$ cat config.mk
export PLATFORM = sky130hd
export DESIGN_NAME = store_set_top
export DESIGN_NICKNAME = d
export VERILOG_FILES = /design/src/common/ss_pkg.sv /design/src/store_set/ssit_ram.sv /design/src/store_set/ssit_ctrl.sv /design/src/store_set/lfst.sv /design/src/hdl/dispatch_link.sv /design/src/hdl/store_set_top.sv
export SDC_FILE = /design/constraint.sdc
export NUM_CORES = 1
export LEC_CHECK = 0
export ABC_AREA = 1
export BUFFER_PORTS_ARGS = -buffer_cell sky130_fd_sc_hd__buf_2
export CELL_PAD_IN_SITES_DETAIL_PLACEMENT = 0
export CELL_PAD_IN_SITES_GLOBAL_PLACEMENT = 1
export CORE_ASPECT_RATIO = 1.5
export CORE_MARGIN = 5
export CORE_UTILIZATION = 35
export DETAILED_ROUTE_END_ITERATION = 8
export GPL_TIMING_DRIVEN = 0
export PLACE_DENSITY = 0.62
export SLEW_MARGIN = 15
export SYNTH_ARGS = -nofsm -noshare
export SYNTH_HDL_FRONTEND = slang
export SYNTH_SLANG_ARGS = --single-unit
export TNS_END_PERCENT = 100
$ cat constraint.sdc
create_clock -name clk -period 9.1 [get_ports clk]
set_input_delay 0.91 -clock clk [delete_from_list [all_inputs] [get_ports clk]]
set_output_delay 0.91 -clock clk [all_outputs]
set_load 0.02 [all_outputs]
$ cat src/common/ss_pkg.sv
`default_nettype none

package ss_pkg;

    localparam int fetch_width  = 2;
    localparam int ssit_idx_w   = 6;
    localparam int ssid_w       = 4;
    localparam int rob_idx_w    = 7;                    // Top bit is the wrap flag.
    localparam int pc_w         = 32;
    localparam int ssit_entries = 1 << ssit_idx_w;
    localparam int lfst_entries = 1 << ssid_w;

    typedef logic [ssit_idx_w-1:0] ssit_idx_t;
    typedef logic [ssid_w-1:0]     ssid_t;
    typedef logic [rob_idx_w-1:0]  rob_idx_t;
    typedef logic [pc_w-1:0]       pc_t;

    typedef struct packed {
        logic  valid;
        ssid_t ssid;
    } ssit_entry_t;

    typedef struct packed {
        logic     valid;
        logic     is_load;
        logic     is_store;
        pc_t      pc;
        rob_idx_t rob_idx;
    } fetch_slot_t;

    typedef fetch_slot_t [fetch_width-1:0] fetch_group_t;

    typedef struct packed {
        pc_t load_pc;
        pc_t store_pc;
    } train_req_t;

    typedef struct packed {
        logic     valid;
        ssid_t    ssid;
        rob_idx_t rob_idx;
    } store_finish_t;

    typedef struct packed {
        logic     valid;
        logic     has_dep;
        rob_idx_t dep_rob_idx;
    } dep_slot_t;

    typedef dep_slot_t [fetch_width-1:0] dep_result_t;

    typedef struct packed {
        logic     valid;
        ssid_t    ssid;
        rob_idx_t rob_idx;
    } lfst_wslot_t;

    typedef lfst_wslot_t [fetch_width-1:0] lfst_write_t;

    typedef struct packed {
        logic     valid;
        rob_idx_t rob_idx;
    } lfst_entry_t;

    // Folds two 6-bit fields of the word address together.
    function automatic ssit_idx_t ssit_hash(input pc_t pc);
        return pc[7:2] ^ pc[13:8];
    endfunction

endpackage

`default_nettype wire

$ cat src/store_set/ssit_ram.sv
`timescale 1ns/10ps
`default_nettype none

module ssit_ram import ss_pkg::*; (
    input  logic                  clk,
    input  logic                  rst,
    input  ssit_idx_t   [1:0]     raddr,
    output ssit_entry_t [1:0]     rdata,
    input  logic        [1:0]     we,
    input  ssit_idx_t   [1:0]     waddr,
    input  ssit_entry_t [1:0]     wdata,
    input  logic                  clear
);

    logic [ssit_entries-1:0] valid_q;
    ssid_t                   ssid_mem [ssit_entries];

    // Valid bits live apart from the ids so that one edge can clear them all.
    always_ff @(posedge clk or negedge rst) begin
        if (!rst) begin
            valid_q <= '0;
        end else if (clear) begin
            valid_q <= '0;
        end else begin
            for (int i = 0; i < 2; i++) begin
                if (we[i]) begin
                    valid_q[waddr[i]] <= wdata[i].valid;    // Port 1 last, so it wins.
                end
            end
        end
    end

    always_ff @(posedge clk) begin
        for (int i = 0; i < 2; i++) begin
            if (we[i]) begin
                ssid_mem[waddr[i]] <= wdata[i].ssid;
            end
        end
    end

    always_ff @(posedge clk) begin
        for (int i = 0; i < 2; i++) begin
            rdata[i].valid <= valid_q[raddr[i]] & ~clear;   // Clearing table reads empty.
            rdata[i].ssid  <= ssid_mem[raddr[i]];
        end
    end

    // The controller holds back training writes in the cycle the table is wiped.
    a_clear_no_write: assert property (
        @(posedge clk) disable iff (!rst)
        clear |-> (we == 2'b00)
    ) else $error("ssit_ram: clear and write in the same cycle");

endmodule

`default_nettype wire

$ cat src/store_set/ssit_ctrl.sv
`timescale 1ns/10ps
`default_nettype none

module ssit_ctrl import ss_pkg::*; #(
    parameter int CLEAR_WIDTH = 3
) (
    input  logic                          clk,
    input  logic                          rst,
    input  logic                          fetch_valid,
    input  fetch_group_t                  fetch,
    input  logic                          train_valid,
    input  train_req_t                    train,
    output ssit_entry_t [fetch_width-1:0] lookup,
    output logic                          cleared
);

    ssit_idx_t   [1:0]        raddr;
    ssit_entry_t [1:0]        rdata;
    ssit_idx_t   [1:0]        waddr_q;
    ssit_entry_t [1:0]        wdata;
    logic        [1:0]        wmask;
    logic        [1:0]        we;
    logic                     train_q;
    logic                     train_fire;
    logic                     found;
    logic                     clear_q;
    ssid_t                    new_ssid;
    ssid_t                    ssid_cnt;
    logic [CLEAR_WIDTH-1:0]   clr_cnt;

    // Port 0 carries the load, port 1 the store.
    always_comb begin
        if (train_valid) begin
            raddr[0] = ssit_hash(train.load_pc);
            raddr[1] = ssit_hash(train.store_pc);
        end else begin
            for (int i = 0; i < fetch_width; i++) begin
                raddr[i] = ssit_hash(fetch[i].pc);
            end
        end
    end

    assign train_fire = train_q & ~clear_q;            // Dropped while the table is wiped.
    assign found      = rdata[0].valid | rdata[1].valid;

    always_comb begin
        case ({rdata[1].valid, rdata[0].valid})
            2'b00: begin
                wmask    = 2'b11;                      // Fresh set for both.
                new_ssid = ssid_cnt;
            end
            2'b01: begin
                wmask    = 2'b10;                      // Store joins the load's set.
                new_ssid = rdata[0].ssid;
            end
            2'b10: begin
                wmask    = 2'b01;
                new_ssid = rdata[1].ssid;
            end
            default: begin
                wmask    = 2'b11;
                new_ssid = (rdata[0].ssid < rdata[1].ssid) ? rdata[0].ssid : rdata[1].ssid;
            end
        endcase
    end

    assign we       = {2{train_fire}} & wmask;
    assign wdata[0] = '{valid: 1'b1, ssid: new_ssid};
    assign wdata[1] = '{valid: 1'b1, ssid: new_ssid};

    always_ff @(posedge clk or negedge rst) begin
        if (!rst) begin
            train_q  <= 1'b0;
            clear_q  <= 1'b0;
            ssid_cnt <= '0;
            clr_cnt  <= '0;
        end else begin
            train_q <= train_valid;
            clear_q <= train_fire & found & (&clr_cnt);
            if (train_fire & ~found) begin
                ssid_cnt <= ssid_cnt + 1'b1;
            end
            if (train_fire & found) begin
                clr_cnt <= clr_cnt + 1'b1;             // Wraps at the end of an interval.
            end
        end
    end

    always_ff @(posedge clk) begin
        if (train_valid) begin
            waddr_q <= raddr;
        end
    end

    ssit_ram u_ssit_ram (
        .clk   (clk),
        .rst   (rst),
        .raddr (raddr),
        .rdata (rdata),
        .we    (we),
        .waddr (waddr_q),
        .wdata (wdata),
        .clear (clear_q)
    );

    assign lookup  = rdata;
    assign cleared = clear_q;

    a_no_fetch_train: assert property (
        @(posedge clk) disable iff (!rst)
        !(fetch_valid && train_valid)
    ) else $error("ssit_ctrl: fetch and training in the same cycle");

endmodule

`default_nettype wire

$ cat src/store_set/lfst.sv
`timescale 1ns/10ps
`default_nettype none

module lfst import ss_pkg::*; #(
    parameter int STORE_PORTS = 2
) (
    input  logic                            clk,
    input  logic                            rst,
    input  lfst_write_t                     wr,
    input  ssid_t         [fetch_width-1:0] raddr,
    output lfst_entry_t   [fetch_width-1:0] rdata,
    input  store_finish_t [STORE_PORTS-1:0] finish,
    input  logic                            redirect
);

    logic [lfst_entries-1:0] valid_q;
    logic [lfst_entries-1:0] wr_mask;
    logic [lfst_entries-1:0] fin_mask;
    rob_idx_t                rob_q [lfst_entries];

    always_comb begin
        wr_mask = '0;
        for (int i = 0; i < fetch_width; i++) begin
            if (wr[i].valid) begin
                wr_mask[wr[i].ssid] = 1'b1;
            end
        end
    end

    // A finish only hits if its store is still the youngest of the set.
    always_comb begin
        fin_mask = '0;
        for (int p = 0; p < STORE_PORTS; p++) begin
            if (finish[p].valid && valid_q[finish[p].ssid] &&
                rob_q[finish[p].ssid] == finish[p].rob_idx) begin
                fin_mask[finish[p].ssid] = 1'b1;
            end
        end
    end

    // Reads see finishes of the same cycle but not writes or a redirect.
    always_comb begin
        for (int i = 0; i < fetch_width; i++) begin
            rdata[i].valid   = valid_q[raddr[i]] & ~fin_mask[raddr[i]];
            rdata[i].rob_idx = rob_q[raddr[i]];
        end
    end

    always_ff @(posedge clk or negedge rst) begin
        if (!rst) begin
            valid_q <= '0;
        end else if (redirect) begin
            valid_q <= '0;                                  // Beats a dispatch write.
        end else begin
            valid_q <= (valid_q & ~fin_mask) | wr_mask;     // Write beats a finish.
        end
    end

    always_ff @(posedge clk) begin
        for (int i = 0; i < fetch_width; i++) begin
            if (wr[i].valid) begin
                rob_q[wr[i].ssid] <= wr[i].rob_idx;         // Slot 1 is younger.
            end
        end
    end

endmodule

`default_nettype wire

$ cat src/hdl/dispatch_link.sv
`timescale 1ns/10ps
`default_nettype none

module dispatch_link import ss_pkg::*; (
    input  logic                          clk,
    input  logic                          rst,
    input  logic                          fetch_valid,
    input  fetch_group_t                  fetch,
    input  ssit_entry_t [fetch_width-1:0] lookup,
    output lfst_write_t                   lfst_wr,
    output ssid_t       [fetch_width-1:0] lfst_raddr,
    input  lfst_entry_t [fetch_width-1:0] lfst_rdata,
    output logic                          dep_valid,
    output dep_result_t                   dep
);

    logic                   s1_valid;
    fetch_group_t           s1_group;
    logic [fetch_width-1:0] is_ld;
    logic [fetch_width-1:0] is_st;
    logic                   fwd;
    dep_result_t            dep_next;

    // Group waits here while the SSIT is read.
    always_ff @(posedge clk) begin
        s1_group <= fetch;
        dep      <= dep_next;
    end

    always_ff @(posedge clk or negedge rst) begin
        if (!rst) begin
            s1_valid  <= 1'b0;
            dep_valid <= 1'b0;
        end else begin
            s1_valid  <= fetch_valid;
            dep_valid <= s1_valid;
        end
    end

    always_comb begin
        for (int i = 0; i < fetch_width; i++) begin
            is_ld[i] = s1_valid & s1_group[i].valid & s1_group[i].is_load & lookup[i].valid;
            is_st[i] = s1_valid & s1_group[i].valid & s1_group[i].is_store & lookup[i].valid;
            lfst_wr[i].valid   = is_st[i];
            lfst_wr[i].ssid    = lookup[i].ssid;
            lfst_wr[i].rob_idx = s1_group[i].rob_idx;
            lfst_raddr[i]      = lookup[i].ssid;
        end
    end

    // Slot 0 store is still in flight to the LFST, so pass it across directly.
    assign fwd = is_st[0] & is_ld[1] & (lookup[0].ssid == lookup[1].ssid);

    always_comb begin
        dep_next[0].valid       = s1_valid & s1_group[0].valid;
        dep_next[0].has_dep     = is_ld[0] & lfst_rdata[0].valid;
        dep_next[0].dep_rob_idx = lfst_rdata[0].rob_idx;
        dep_next[1].valid       = s1_valid & s1_group[1].valid;
        dep_next[1].has_dep     = is_ld[1] & (fwd | lfst_rdata[1].valid);
        dep_next[1].dep_rob_idx = fwd ? s1_group[0].rob_idx : lfst_rdata[1].rob_idx;
    end

endmodule

`default_nettype wire

$ cat src/hdl/store_set_top.sv
`timescale 1ns/10ps
`default_nettype none

module store_set_top import ss_pkg::*; #(
    parameter int CLEAR_WIDTH = 3,
    parameter int STORE_PORTS = 2
) (
    input  logic                            clk,
    input  logic                            rst,
    input  logic                            fetch_valid,
    input  fetch_group_t                    fetch,
    input  logic                            train_valid,
    input  train_req_t                      train,
    input  store_finish_t [STORE_PORTS-1:0] finish,
    input  logic                            redirect,
    output logic                            dep_valid,
    output dep_result_t                     dep,
    output logic                            ssit_cleared
);

    ssit_entry_t [fetch_width-1:0] lookup;
    lfst_write_t                   lfst_wr;
    ssid_t       [fetch_width-1:0] lfst_raddr;
    lfst_entry_t [fetch_width-1:0] lfst_rdata;

    ssit_ctrl #(
        .CLEAR_WIDTH (CLEAR_WIDTH)
    ) u_ssit_ctrl (
        .clk         (clk),
        .rst         (rst),
        .fetch_valid (fetch_valid),
        .fetch       (fetch),
        .train_valid (train_valid),
        .train       (train),
        .lookup      (lookup),
        .cleared     (ssit_cleared)
    );

    dispatch_link u_dispatch_link (
        .clk         (clk),
        .rst         (rst),
        .fetch_valid (fetch_valid),
        .fetch       (fetch),
        .lookup      (lookup),
        .lfst_wr     (lfst_wr),
        .lfst_raddr  (lfst_raddr),
        .lfst_rdata  (lfst_rdata),
        .dep_valid   (dep_valid),
        .dep         (dep)
    );

    lfst #(
        .STORE_PORTS (STORE_PORTS)
    ) u_lfst (
        .clk      (clk),
        .rst      (rst),
        .wr       (lfst_wr),
        .raddr    (lfst_raddr),
        .rdata    (lfst_rdata),
        .finish   (finish),
        .redirect (redirect)
    );

endmodule

`default_nettype wire

== Word level (Yosys, flattened, before mapping) ==
Memories as Yosys holds them, arrays and structs flattened. A register that Yosys moved wholly into a read port is not among the register bits.
Index checks and enable logic that the tools add are counted.

* Bits in writable memories: 368
* Input port bits: 177
* Register bits: 136
* Memories kept: 2
* Logic and storage cells: 151

{| class="wikitable"
|+ Memories
! name !! depth !! bits a word !! read ports !! clocked after Yosys merged registers in !! write ports !! line !! RTL
|-
| u_ssit_ctrl.u_ssit_ram.ssid_mem || 64 || 4 || 2 || 2 || 2 || ssit_ram.sv:16 || <nowiki>ssid_t ssid_mem [ssit_entries];</nowiki>
|-
| u_lfst.rob_q || 16 || 7 || 4 || 1 || 2 || lfst.sv:19 || <nowiki>rob_idx_t rob_q [lfst_entries];</nowiki>
|}

* Equal/unequal tests: 5
* Add/sub/neg operators: 2
* $lt $le $gt $ge: 15
* Bitwise gates (word level): 40
* Mux-type cells: 50
* Reductions and logical operators: 12

{| class="wikitable"
|+ Operators with widths
! operator !! number
|-
| 64-bit 2-to-1 mux || 4
|-
| 64-bit bitwise OR || 2
|-
| 16-bit 2-to-1 mux || 5
|-
| 16-bit bitwise OR || 3
|-
| 6-bit by 7-bit less-than comparator with 1-bit output, second input constant || 4
|-
| 1-bit binary-select mux with 4-bit select || 6
|-
| 6-bit bitwise XOR || 4
|-
| 1-bit AND || 22
|-
| 1-bit 2-to-1 mux || 22
|-
| 4-bit by 5-bit less-than comparator with 1-bit output, second input constant || 4
|-
| 16-bit AND || 1
|-
| 1-bit demux with 4-bit select || 4
|-
| 4-bit by 1-bit greater-or-equal comparator with 1-bit output, second input constant || 4
|-
| 16-bit inverter || 1
|-
| 7-bit == test || 2
|-
| 1-bit binary-select mux with 6-bit select || 2
|-
| 1-bit demux with 6-bit select || 2
|-
| 6-bit by 1-bit greater-or-equal comparator with 1-bit output, second input constant || 2
|-
| 12-bit 2-to-1 mux || 1
|-
| 4-bit one-hot mux with 3 select lines || 1
|-
| 1-bit logical AND || 10
|-
| 7-bit 2-to-1 mux || 1
|-
| 4-bit by 1-bit adder with 4-bit output, second input constant || 1
|-
| 4-bit == test || 1
|-
| other kinds (11) || 15
|}

== Longest topological paths before layout ==
Gate-level depths: netlist of run 1.

* Depth after elaboration: 13
* Mapped depth: 25

== Hierarchy ==
A second synthesis of run 1 with hierarchy kept.

* Cells, all modules: 5134
* Area, all modules: 35435.2 µm²

{| class="wikitable"
|+ By module, submodules not included
! module !! cells an instance !! area an instance (µm²) !! seq. area each (µm²) !! instances
|-
| ssit_ram || 2912 || 21112.7 || 9489.1 || 1
|-
| lfst || 1946 || 11616.1 || 3763.6 || 1
|-
| dispatch_link || 132 || 1365.1 || 810.8 || 1
|-
| ssit_ctrl || 144 || 1341.3 || 585.6 || 1
|}

== Worst setup path before layout of run 1 ==
Ideal clock, no wire load.

* Kind: register to register
* Start point: register u_ssit_ctrl.u_ssit_ram.rdata[4] (netlist name)
* End point: memory u_ssit_ctrl.u_ssit_ram.ssid_mem[0][0] (netlist bit), data pin
* Stages on the path, launching flop included: 5
* Arrival: 2.485 ns
* Data required time: 8.546 ns
* Slack: 6.061 ns
* Cells stage by stage: dfxtp_1 -> inv_1 -> nor2_1 -> inv_1 -> o2111ai_1

{| class="wikitable"
|+ RTL lines
! element !! line
|-
| end: declaration || ssit_ram.sv:16
|}

== Worst setup path in the final report of run 1 ==
* Start point: input port train_valid
* End point: register u_ssit_ctrl.u_ssit_ram.rdata[5] (netlist name)

* Word-level cells in the longest chain between the ends: 1

{| class="wikitable"
|+ Ends and longest elaborated chain
! element !! line !! RTL
|-
| start: declaration || store_set_top.sv:12 || <nowiki>input logic train_valid,</nowiki>
|-
| 12-bit 2-to-1 mux || ssit_ctrl.sv:33 || <nowiki>if (train_valid) begin</nowiki>
|}

Every way passes these cells.
A chain may end at the register's enable or synchronous reset.

==> results.json, run 1 <==
{
  "crit_required_ns": 9.65,
  "synth-edff-count": 380,
  "timing.rr.end": "u_ssit_ctrl.u_ssit_ram.ssid_mem[28][2]",
  "numCtsBuffers": 55,
  "start_kind": "input port",
  "seq_power_share": 0.382,
  "grt_pass1_vias": 30400,
  "drive_gt1_frac": 0.0743,
  "fp-row-count": 131,
  "post-dp-hpwl_mm": 141,
  "syn_nets": 3994,
  "grt.total_usage": 0.385,
  "synth_top_cell_area_share": 0.380,
  "chipHeight_um": 369,
  "io_buffers": 111,
  "async_flop_share": 0.175,
  "initial_utilization": 0.353,
  "multi_input_area_sq_um": 13000,
  "remaining_drc_errors": 0,
  "grt_max_degree": 58,
  "final-seq-area_sq_um": 14600,
  "synth_area_leaders": "edfxtp_1, nand2_1, o21ai_0",
  "ys_types": 38,
  "synth_top_area_cell": "edfxtp_1",
  "relSlewSlack": 0.0393,
  "power.density_nw_per_um2": 250,
  "drv_cap": 0,
  "yosysMostFrequentCell": "nand2_1",
  "cts_setup_buffers": 0,
  "finalSetupViolations": 0,
  "cts_resized": 0,
  "overflow": 0,
  "max_freq_ghz": 0.214,
  "gp_congestion": 1.07,
  "die-area_sq_um": 91800,
  "crit_path_start": "train_valid",
  "nFillCells": 8993,
  "p_int_mw": 5.18,
  "postRouteAntennaNets": 0,
  "wl_mm": 183,
  "cts_root_buf": "clkbuf_16",
  "synth_common_cells": "nand2_1, o21ai_0, edfxtp_1, inv_1, nor2_1",
  "power.leakage_nw": 14.1,
  "finish.utilization": 0.403,
  "hold_viol_final": 0,
  "switching_power_mw": 3.40,
  "slew_violations": 0,
  "die_x_um": 249,
  "postCtsHoldBufs": 0,
  "synth.cell_area_sq_um": 30000,
  "clkSinkCount": 519,
  "core_sq_um": 85100,
  "cts_max_path_buffers": 3,
  "power_mw": 8.58,
  "yosysWarnings": 0,
  "drt_iter0_drc": 3068,
  "rsz0062_at_grt": "no",
  "antenna_found_initial": 8,
  "worstMarginPinSlew_ns": 1.44,
  "num_io_pins": 197,
  "via_count": 30700,
  "worst-endpoint-arrival_ns": 5.23,
  "avgViaCountPerCell": 5.93,
  "clk_latency_ns": 0.66,
  "synth-seq-area-share": 0.488,
  "reg2reg_depth": 7,
  "fin_setup_tns_ns": 0,
  "nets": 4177,
  "ff2ff_setup_slack_ns": 4.82,
  "drtPass1Iterations": 6,
  "syn_area_per_cell_sq_um": 7.87,
  "ir_drop_v": 0.000177,
  "r2r_start": "u_ssit_ctrl.cleared",
  "routedWlPerCell_um": 35.4,
  "area_delta_synth_final_pct": 14.3,
  "status": "complete, no violations",
  "crit_fanout": 16,
  "min_period_ns": 4.68,
  "ys_ff_latch": 519,
  "grt_pass1_wl_mm": 247,
  "clk_pin_slew_worst_paths_ns": 0.06,
  "p_clk_frac": 0.281,
  "synth_cells": 3810,
  "fin_crit_sh": 0.515,
  "cts_tree": "done",
  "htreeDepth": 2,
  "skew_ns": 0.0365,
  "combPwrFrac": 0.338,
  "endpoint_kind": "flop",
  "timing_worst_setup_path_type": "input port to flop",
  "switching_share": 0.396,
  "cp-endpoint": "u_ssit_ctrl.u_ssit_ram.rdata[5]",
  "hold_path.class": "input port to async pin",
  "synth_flop_cell": "edfxtp_1"
}
per-layer routing:
layer / vias to the layer above / wire length, um / GRT usage
met5: - / 13 / 0
met4: 2 / 26200 / 0.427
met3: 766 / 11500 / 0.0667
met2: 1856 / 88300 / 0.662
met1: 14600 / 57100 / 0.366
li1: 13500 / - / -
state kept, by name (all words and copies together) (netlist names):
signal and count:
u_dispatch_link.dep 18, u_ssit_ctrl.cleared 1, u_dispatch_link.s1_group 6, u_dispatch_link.dep_valid 1, u_ssit_ctrl.clr_cnt 3, u_lfst.valid_q 16, u_dispatch_link.lfst_wr 14, u_ssit_ctrl.u_ssit_ram.valid_q 64
u_dispatch_link.s1_valid 1, u_ssit_ctrl.waddr_q 12, u_ssit_ctrl.u_ssit_ram.rdata 10, u_ssit_ctrl.train_q 1, u_ssit_ctrl.u_ssit_ram.ssid_mem 256, u_ssit_ctrl.ssid_cnt 4, u_lfst.rob_q 112
cells in the final DEF (no fill, tap or decap), types with 56 or more instances in the layout:
cell type     n
a21oi_1     164
buf_2       150
clkbuf_1    174
clkbuf_16    56
dfrtp_1      91
edfxtp_1    380
inv_1       342
nand2_1    1081
nand3_1     197
nor2_1      215
o211ai_1    143
o21ai_0     541
o22ai_1      91
power by group through the flow:
stage	logic, mW	clock network, mW	registers [mW]
4_1_cts	2.80	2.42	3.27
2_1_floorplan	1.29	0	3.32
3_5_place_dp	2.80	0	3.32
5_1_grt	2.99	2.51	3.30
6_report	2.90	2.41	3.27
3_3_place_gp	2.56	0	3.44
kinds of logic after synthesis:
logic type / Yosys count / synth area share
XOR/XNOR: 28 / 0.00817
multiplexers: 3 / 0.00113
buffers and inverters: 617 / 0.0822
flip-flops: 519 / 0.488
AO/OA/AOI/OAI: 1102 / 0.215
adder cells (fa/ha/maj): 7 / 0.00292
AND/OR/NAND/NOR: 1534 / 0.203
cell type report:
cell class	count	area share
clock buffers	74	0.0446
inverters	360	0.0396
flip-flops and latches	519	0.427
clock inverters	30	0.00982
repair buffers	126	0.0256
well taps	1130	0.0412
plain buffers	257	0.0324
diodes	6	0.000438
multi-input cells	2674	0.379
how the worst min path moves through the flow:
stage	startpoint	to	slack, ns	depth (start not counted)
2_1_floorplan	u_dispatch_link.s1_valid	u_dispatch_link.dep_valid	0.37	0
3_5_place_dp	u_dispatch_link.s1_valid	u_dispatch_link.dep_valid	0.39	0
3_3_place_gp	u_dispatch_link.s1_valid	u_dispatch_link.dep_valid	0.39	0
6_report	rst	u_ssit_ctrl.u_ssit_ram.valid_q[45]	0.18	1
4_1_cts	rst	u_ssit_ctrl.u_ssit_ram.valid_q[44]	0.18	1
5_1_grt	rst	u_ssit_ctrl.u_ssit_ram.valid_q[50]	0.20	1
through the flow:
| stage | worst slack (ns) | hold slack [ns] | instance area [sq um] | instances |
|---|---|---|---|---|
| floorplan | 6.06 | 0.374 | 30000 | 3810 |
| global placement | 2.82 | 0.393 | 32000 | 5051 |
| detailed placement | 3.92 | 0.391 | 32400 | 5066 |
| CTS | 4.60 | 0.184 | 34300 | 5170 |
| global route | 4.39 | 0.204 | 34300 | 5170 |
| finish | 4.42 | 0.184 | 34300 | 5176 |
critical path, cell delays in order:
cell	delay, ns
buf_2	0.41
inv_1	0.18
buf_2	0.23
nand2_1	0.10
nand2_1	0.07
inv_1	0.18
clkbuf_1	0.74
buf_1	0.94
nor2_1	0.08
o21ai_0	0.39
o211ai_1	0.18
nand3_1	0.15
nand3_1	0.38
nand2_1	0.26
Note: power is estimated with default switching activity, not from simulation.
==> run 2: changes to the inputs <==
--- a/config.mk
+++ b/config.mk
@@ -14,7 +14,7 @@
 export CORE_UTILIZATION = 35
 export DETAILED_ROUTE_END_ITERATION = 8
 export GPL_TIMING_DRIVEN = 0
-export PLACE_DENSITY = 0.62
+export PLACE_DENSITY = 0.65
 export SLEW_MARGIN = 15
 export SYNTH_ARGS = -nofsm -noshare
 export SYNTH_HDL_FRONTEND = slang
==> constraint.sdc (replaced) <==
create_clock -name clk -period 4.3 [get_ports clk]
set_input_delay 0.43 -clock clk [delete_from_list [all_inputs] [get_ports clk]]
set_output_delay 0.43 -clock clk [all_outputs]
set_load 0.02 [all_outputs]
==> run 2 against run 1 <==
The run now ends with negative setup slack left. Register-to-register slack got worse by 4.9 ns. Clock power is 120% higher. Non-clock buffer count increased by 23. Clock-buffer cell count is 5 higher. Final cell count rose by 0.41%. Die area unchanged. Clock skew about the same. Critical endpoint is now u_ssit_ctrl.u_ssit_ram.rdata[4].
==> results.json, run 2 (synthesis results as in run 1) <==
{
  "status": "finished with violations",
  "violations": "negative setup slack",
  "worst-endpoint-arrival_ns": 4.88,
  "place_ws_ns": -0.468,
  "rsz0062_at_grt": "no",
  "slew_violations": 0,
  "switching_power_mw": 7.33,
  "largest_reg_flops": 256,
  "num_io_pins": 197,
  "fin_ws_ns": -0.0751,
  "cts_root_buf": "clkbuf_16",
  "switching_share": 0.399,
  "power.leakage_nw": 14.3,
  "nFillCells": 8949,
  "power_mw": 18.4,
  "min_period_ns": 4.38,
  "drtPass1Iterations": 8,
  "postRouteAntennaNets": 0,
  "drv_cap": 0,
  "clkSinkCount": 519,
  "cts_tree": "done",
  "overflow": 0,
  "clk_latency_ns": 0.67,
  "multi_input_area_sq_um": 13000,
  "remaining_drc_errors": 0,
  "gp_congestion": 1.06,
  "die-area_sq_um": 91800,
  "max_freq_ghz": 0.229,
  "io_buffers": 111,
  "final_cell_mix": "nand2_1, o21ai_0, edfxtp_1",
  "grt_max_degree": 57,
  "grt_pass1_vias": 30400,
  "core_sq_um": 85100,
  "holdWs_ns": 0.235,
  "p_int_mw": 11.1,
  "p_clk_frac": 0.287,
  "grt_pass1_wl_mm": 247,
  "fin_crit_sh": 1.02,
  "antenna_found_initial": 5,
  "chipHeight_um": 369,
  "skew_ns": 0.0369,
  "finalSetupViolations": 9,
  "die_x_um": 249,
  "ir_drop_v": 0.000388,
  "via_count": 31200,
  "ff2ff_setup_slack_ns": -0.07,
  "timing_worst_setup_path_type": "input port to flop",
  "hold_viol_final": 0,
  "worstMarginPinSlew_ns": 1.40,
  "hold_path.class": "input port to flop",
  "numCtsBuffers": 56,
  "area_delta_synth_final_pct": 15.4,
  "power.density_nw_per_um2": 532,
  "relSlewSlack": 0.0641,
  "fp-row-count": 131,
  "crit_fanout": 16,
  "crit_required_ns": 4.80,
  "combPwrFrac": 0.336,
  "start_kind": "input port",
  "htreeDepth": 2,
  "initial_utilization": 0.353,
  "endpoint_kind": "flop",
  "drt_iter0_drc": 3729,
  "drive_gt1_frac": 0.0750,
  "post-dp-hpwl_mm": 140,
  "avgViaCountPerCell": 6.00,
  "finish.utilization": 0.407,
  "final_common_cell": "nand2_1",
  "seq_power_share": 0.377,
  "cts_setup_buffers": 0,
  "wl_mm": 185,
  "routedWlPerCell_um": 35.6,
  "cts_max_path_buffers": 3,
  "nets": 4201,
  "final-seq-area_sq_um": 14600,
  "clk_pin_slew_worst_paths_ns": 0.06,
  "grt.total_usage": 0.387
}
-- run 2: cell count changes in the layout (fill, tap and decap cells not counted), sizes merged --
cell	previous run	this run
dlygate4sd3	0	22
clkinvlp	6	0
clkinv	23	25
clkbuf	238	244
bufinv	6	5
diode	6	3
inv	355	356
-- run 2: power by group through the flow --
stage | registers [mW] | logic, mW | clock network [mW]
CTS | 6.93 | 5.93 | 5.30
detailed placement | 7.03 | 5.91 | 0
global route | 6.98 | 6.35 | 5.48
finish | 6.94 | 6.17 | 5.29
floorplan | 7.03 | 2.73 | 0
global placement | 7.16 | 5.33 | 0
-- run 2: critical path: stages --
cell      delay (ns)
buf_2           0.46
nand2_1         0.11
nand2_1         0.14
clkbuf_1        0.34
clkbuf_1        0.92
clkbuf_1        0.94
nand2_1         0.11
nand3_1         0.13
nand3_1         0.10
o211ai_1        0.21
a31oi_1         0.44
nor2_1          0.52
-- run 2: routing by layer --
layer	share of wire	vias to the layer above	wire length, um	global-route usage
li1	-	13500	-	-
met3	0.069	801	12800	0.0711
met4	0.15	2	26900	0.433
met1	0.31	14900	57700	0.371
met2	0.47	1962	87900	0.658
met5	0.000038	-	7	0.00106
-- run 2: final cells by class --
class                      instances  area share
sequential                       519       0.423
multi-input combinational       2674       0.376
clock buffer                      79      0.0475
tap                             1130      0.0409
inverter                         360      0.0392
buffer                           257      0.0322
timing repair buffer             149      0.0317
clock inverter                    26     0.00897
antenna                            3    0.000217
-- run 2: worst paths after layout --
check                      depth (start not counted)                                endpoint                startpoint
min reg2reg                                        0               u_dispatch_link.dep_valid  u_dispatch_link.s1_valid
max                                               12         u_ssit_ctrl.u_ssit_ram.rdata[4]               train_valid
max reg2reg                                        7  u_ssit_ctrl.u_ssit_ram.ssid_mem[23][2]       u_ssit_ctrl.cleared
min                                                1                     u_ssit_ctrl.train_q               train_valid
min in group asynchronous                          2      u_ssit_ctrl.u_ssit_ram.valid_q[28]                       rst
max in group asynchronous                          3                  u_ssit_ctrl.clr_cnt[0]                       rst
-- run 2: through the flow --
step / setup TNS [ns] / std cells / instance area, sq um
final: -0.464 / 5197 / 34600
after global routing: 0 / 5195 / 34600
after CTS: -0.936 / 5193 / 34600
after detailed placement: -3.78 / 5066 / 32400
after global placement: -470.31 / 5051 / 32000
after floorplan: 0 / 3810 / 30000
-- run 2: timing repair --
item                                   CTS  global route
endpoints found under the hold margin   56             0
gates resized for setup                  3             1
setup endpoints to repair               26             1
hold buffers                            22             0
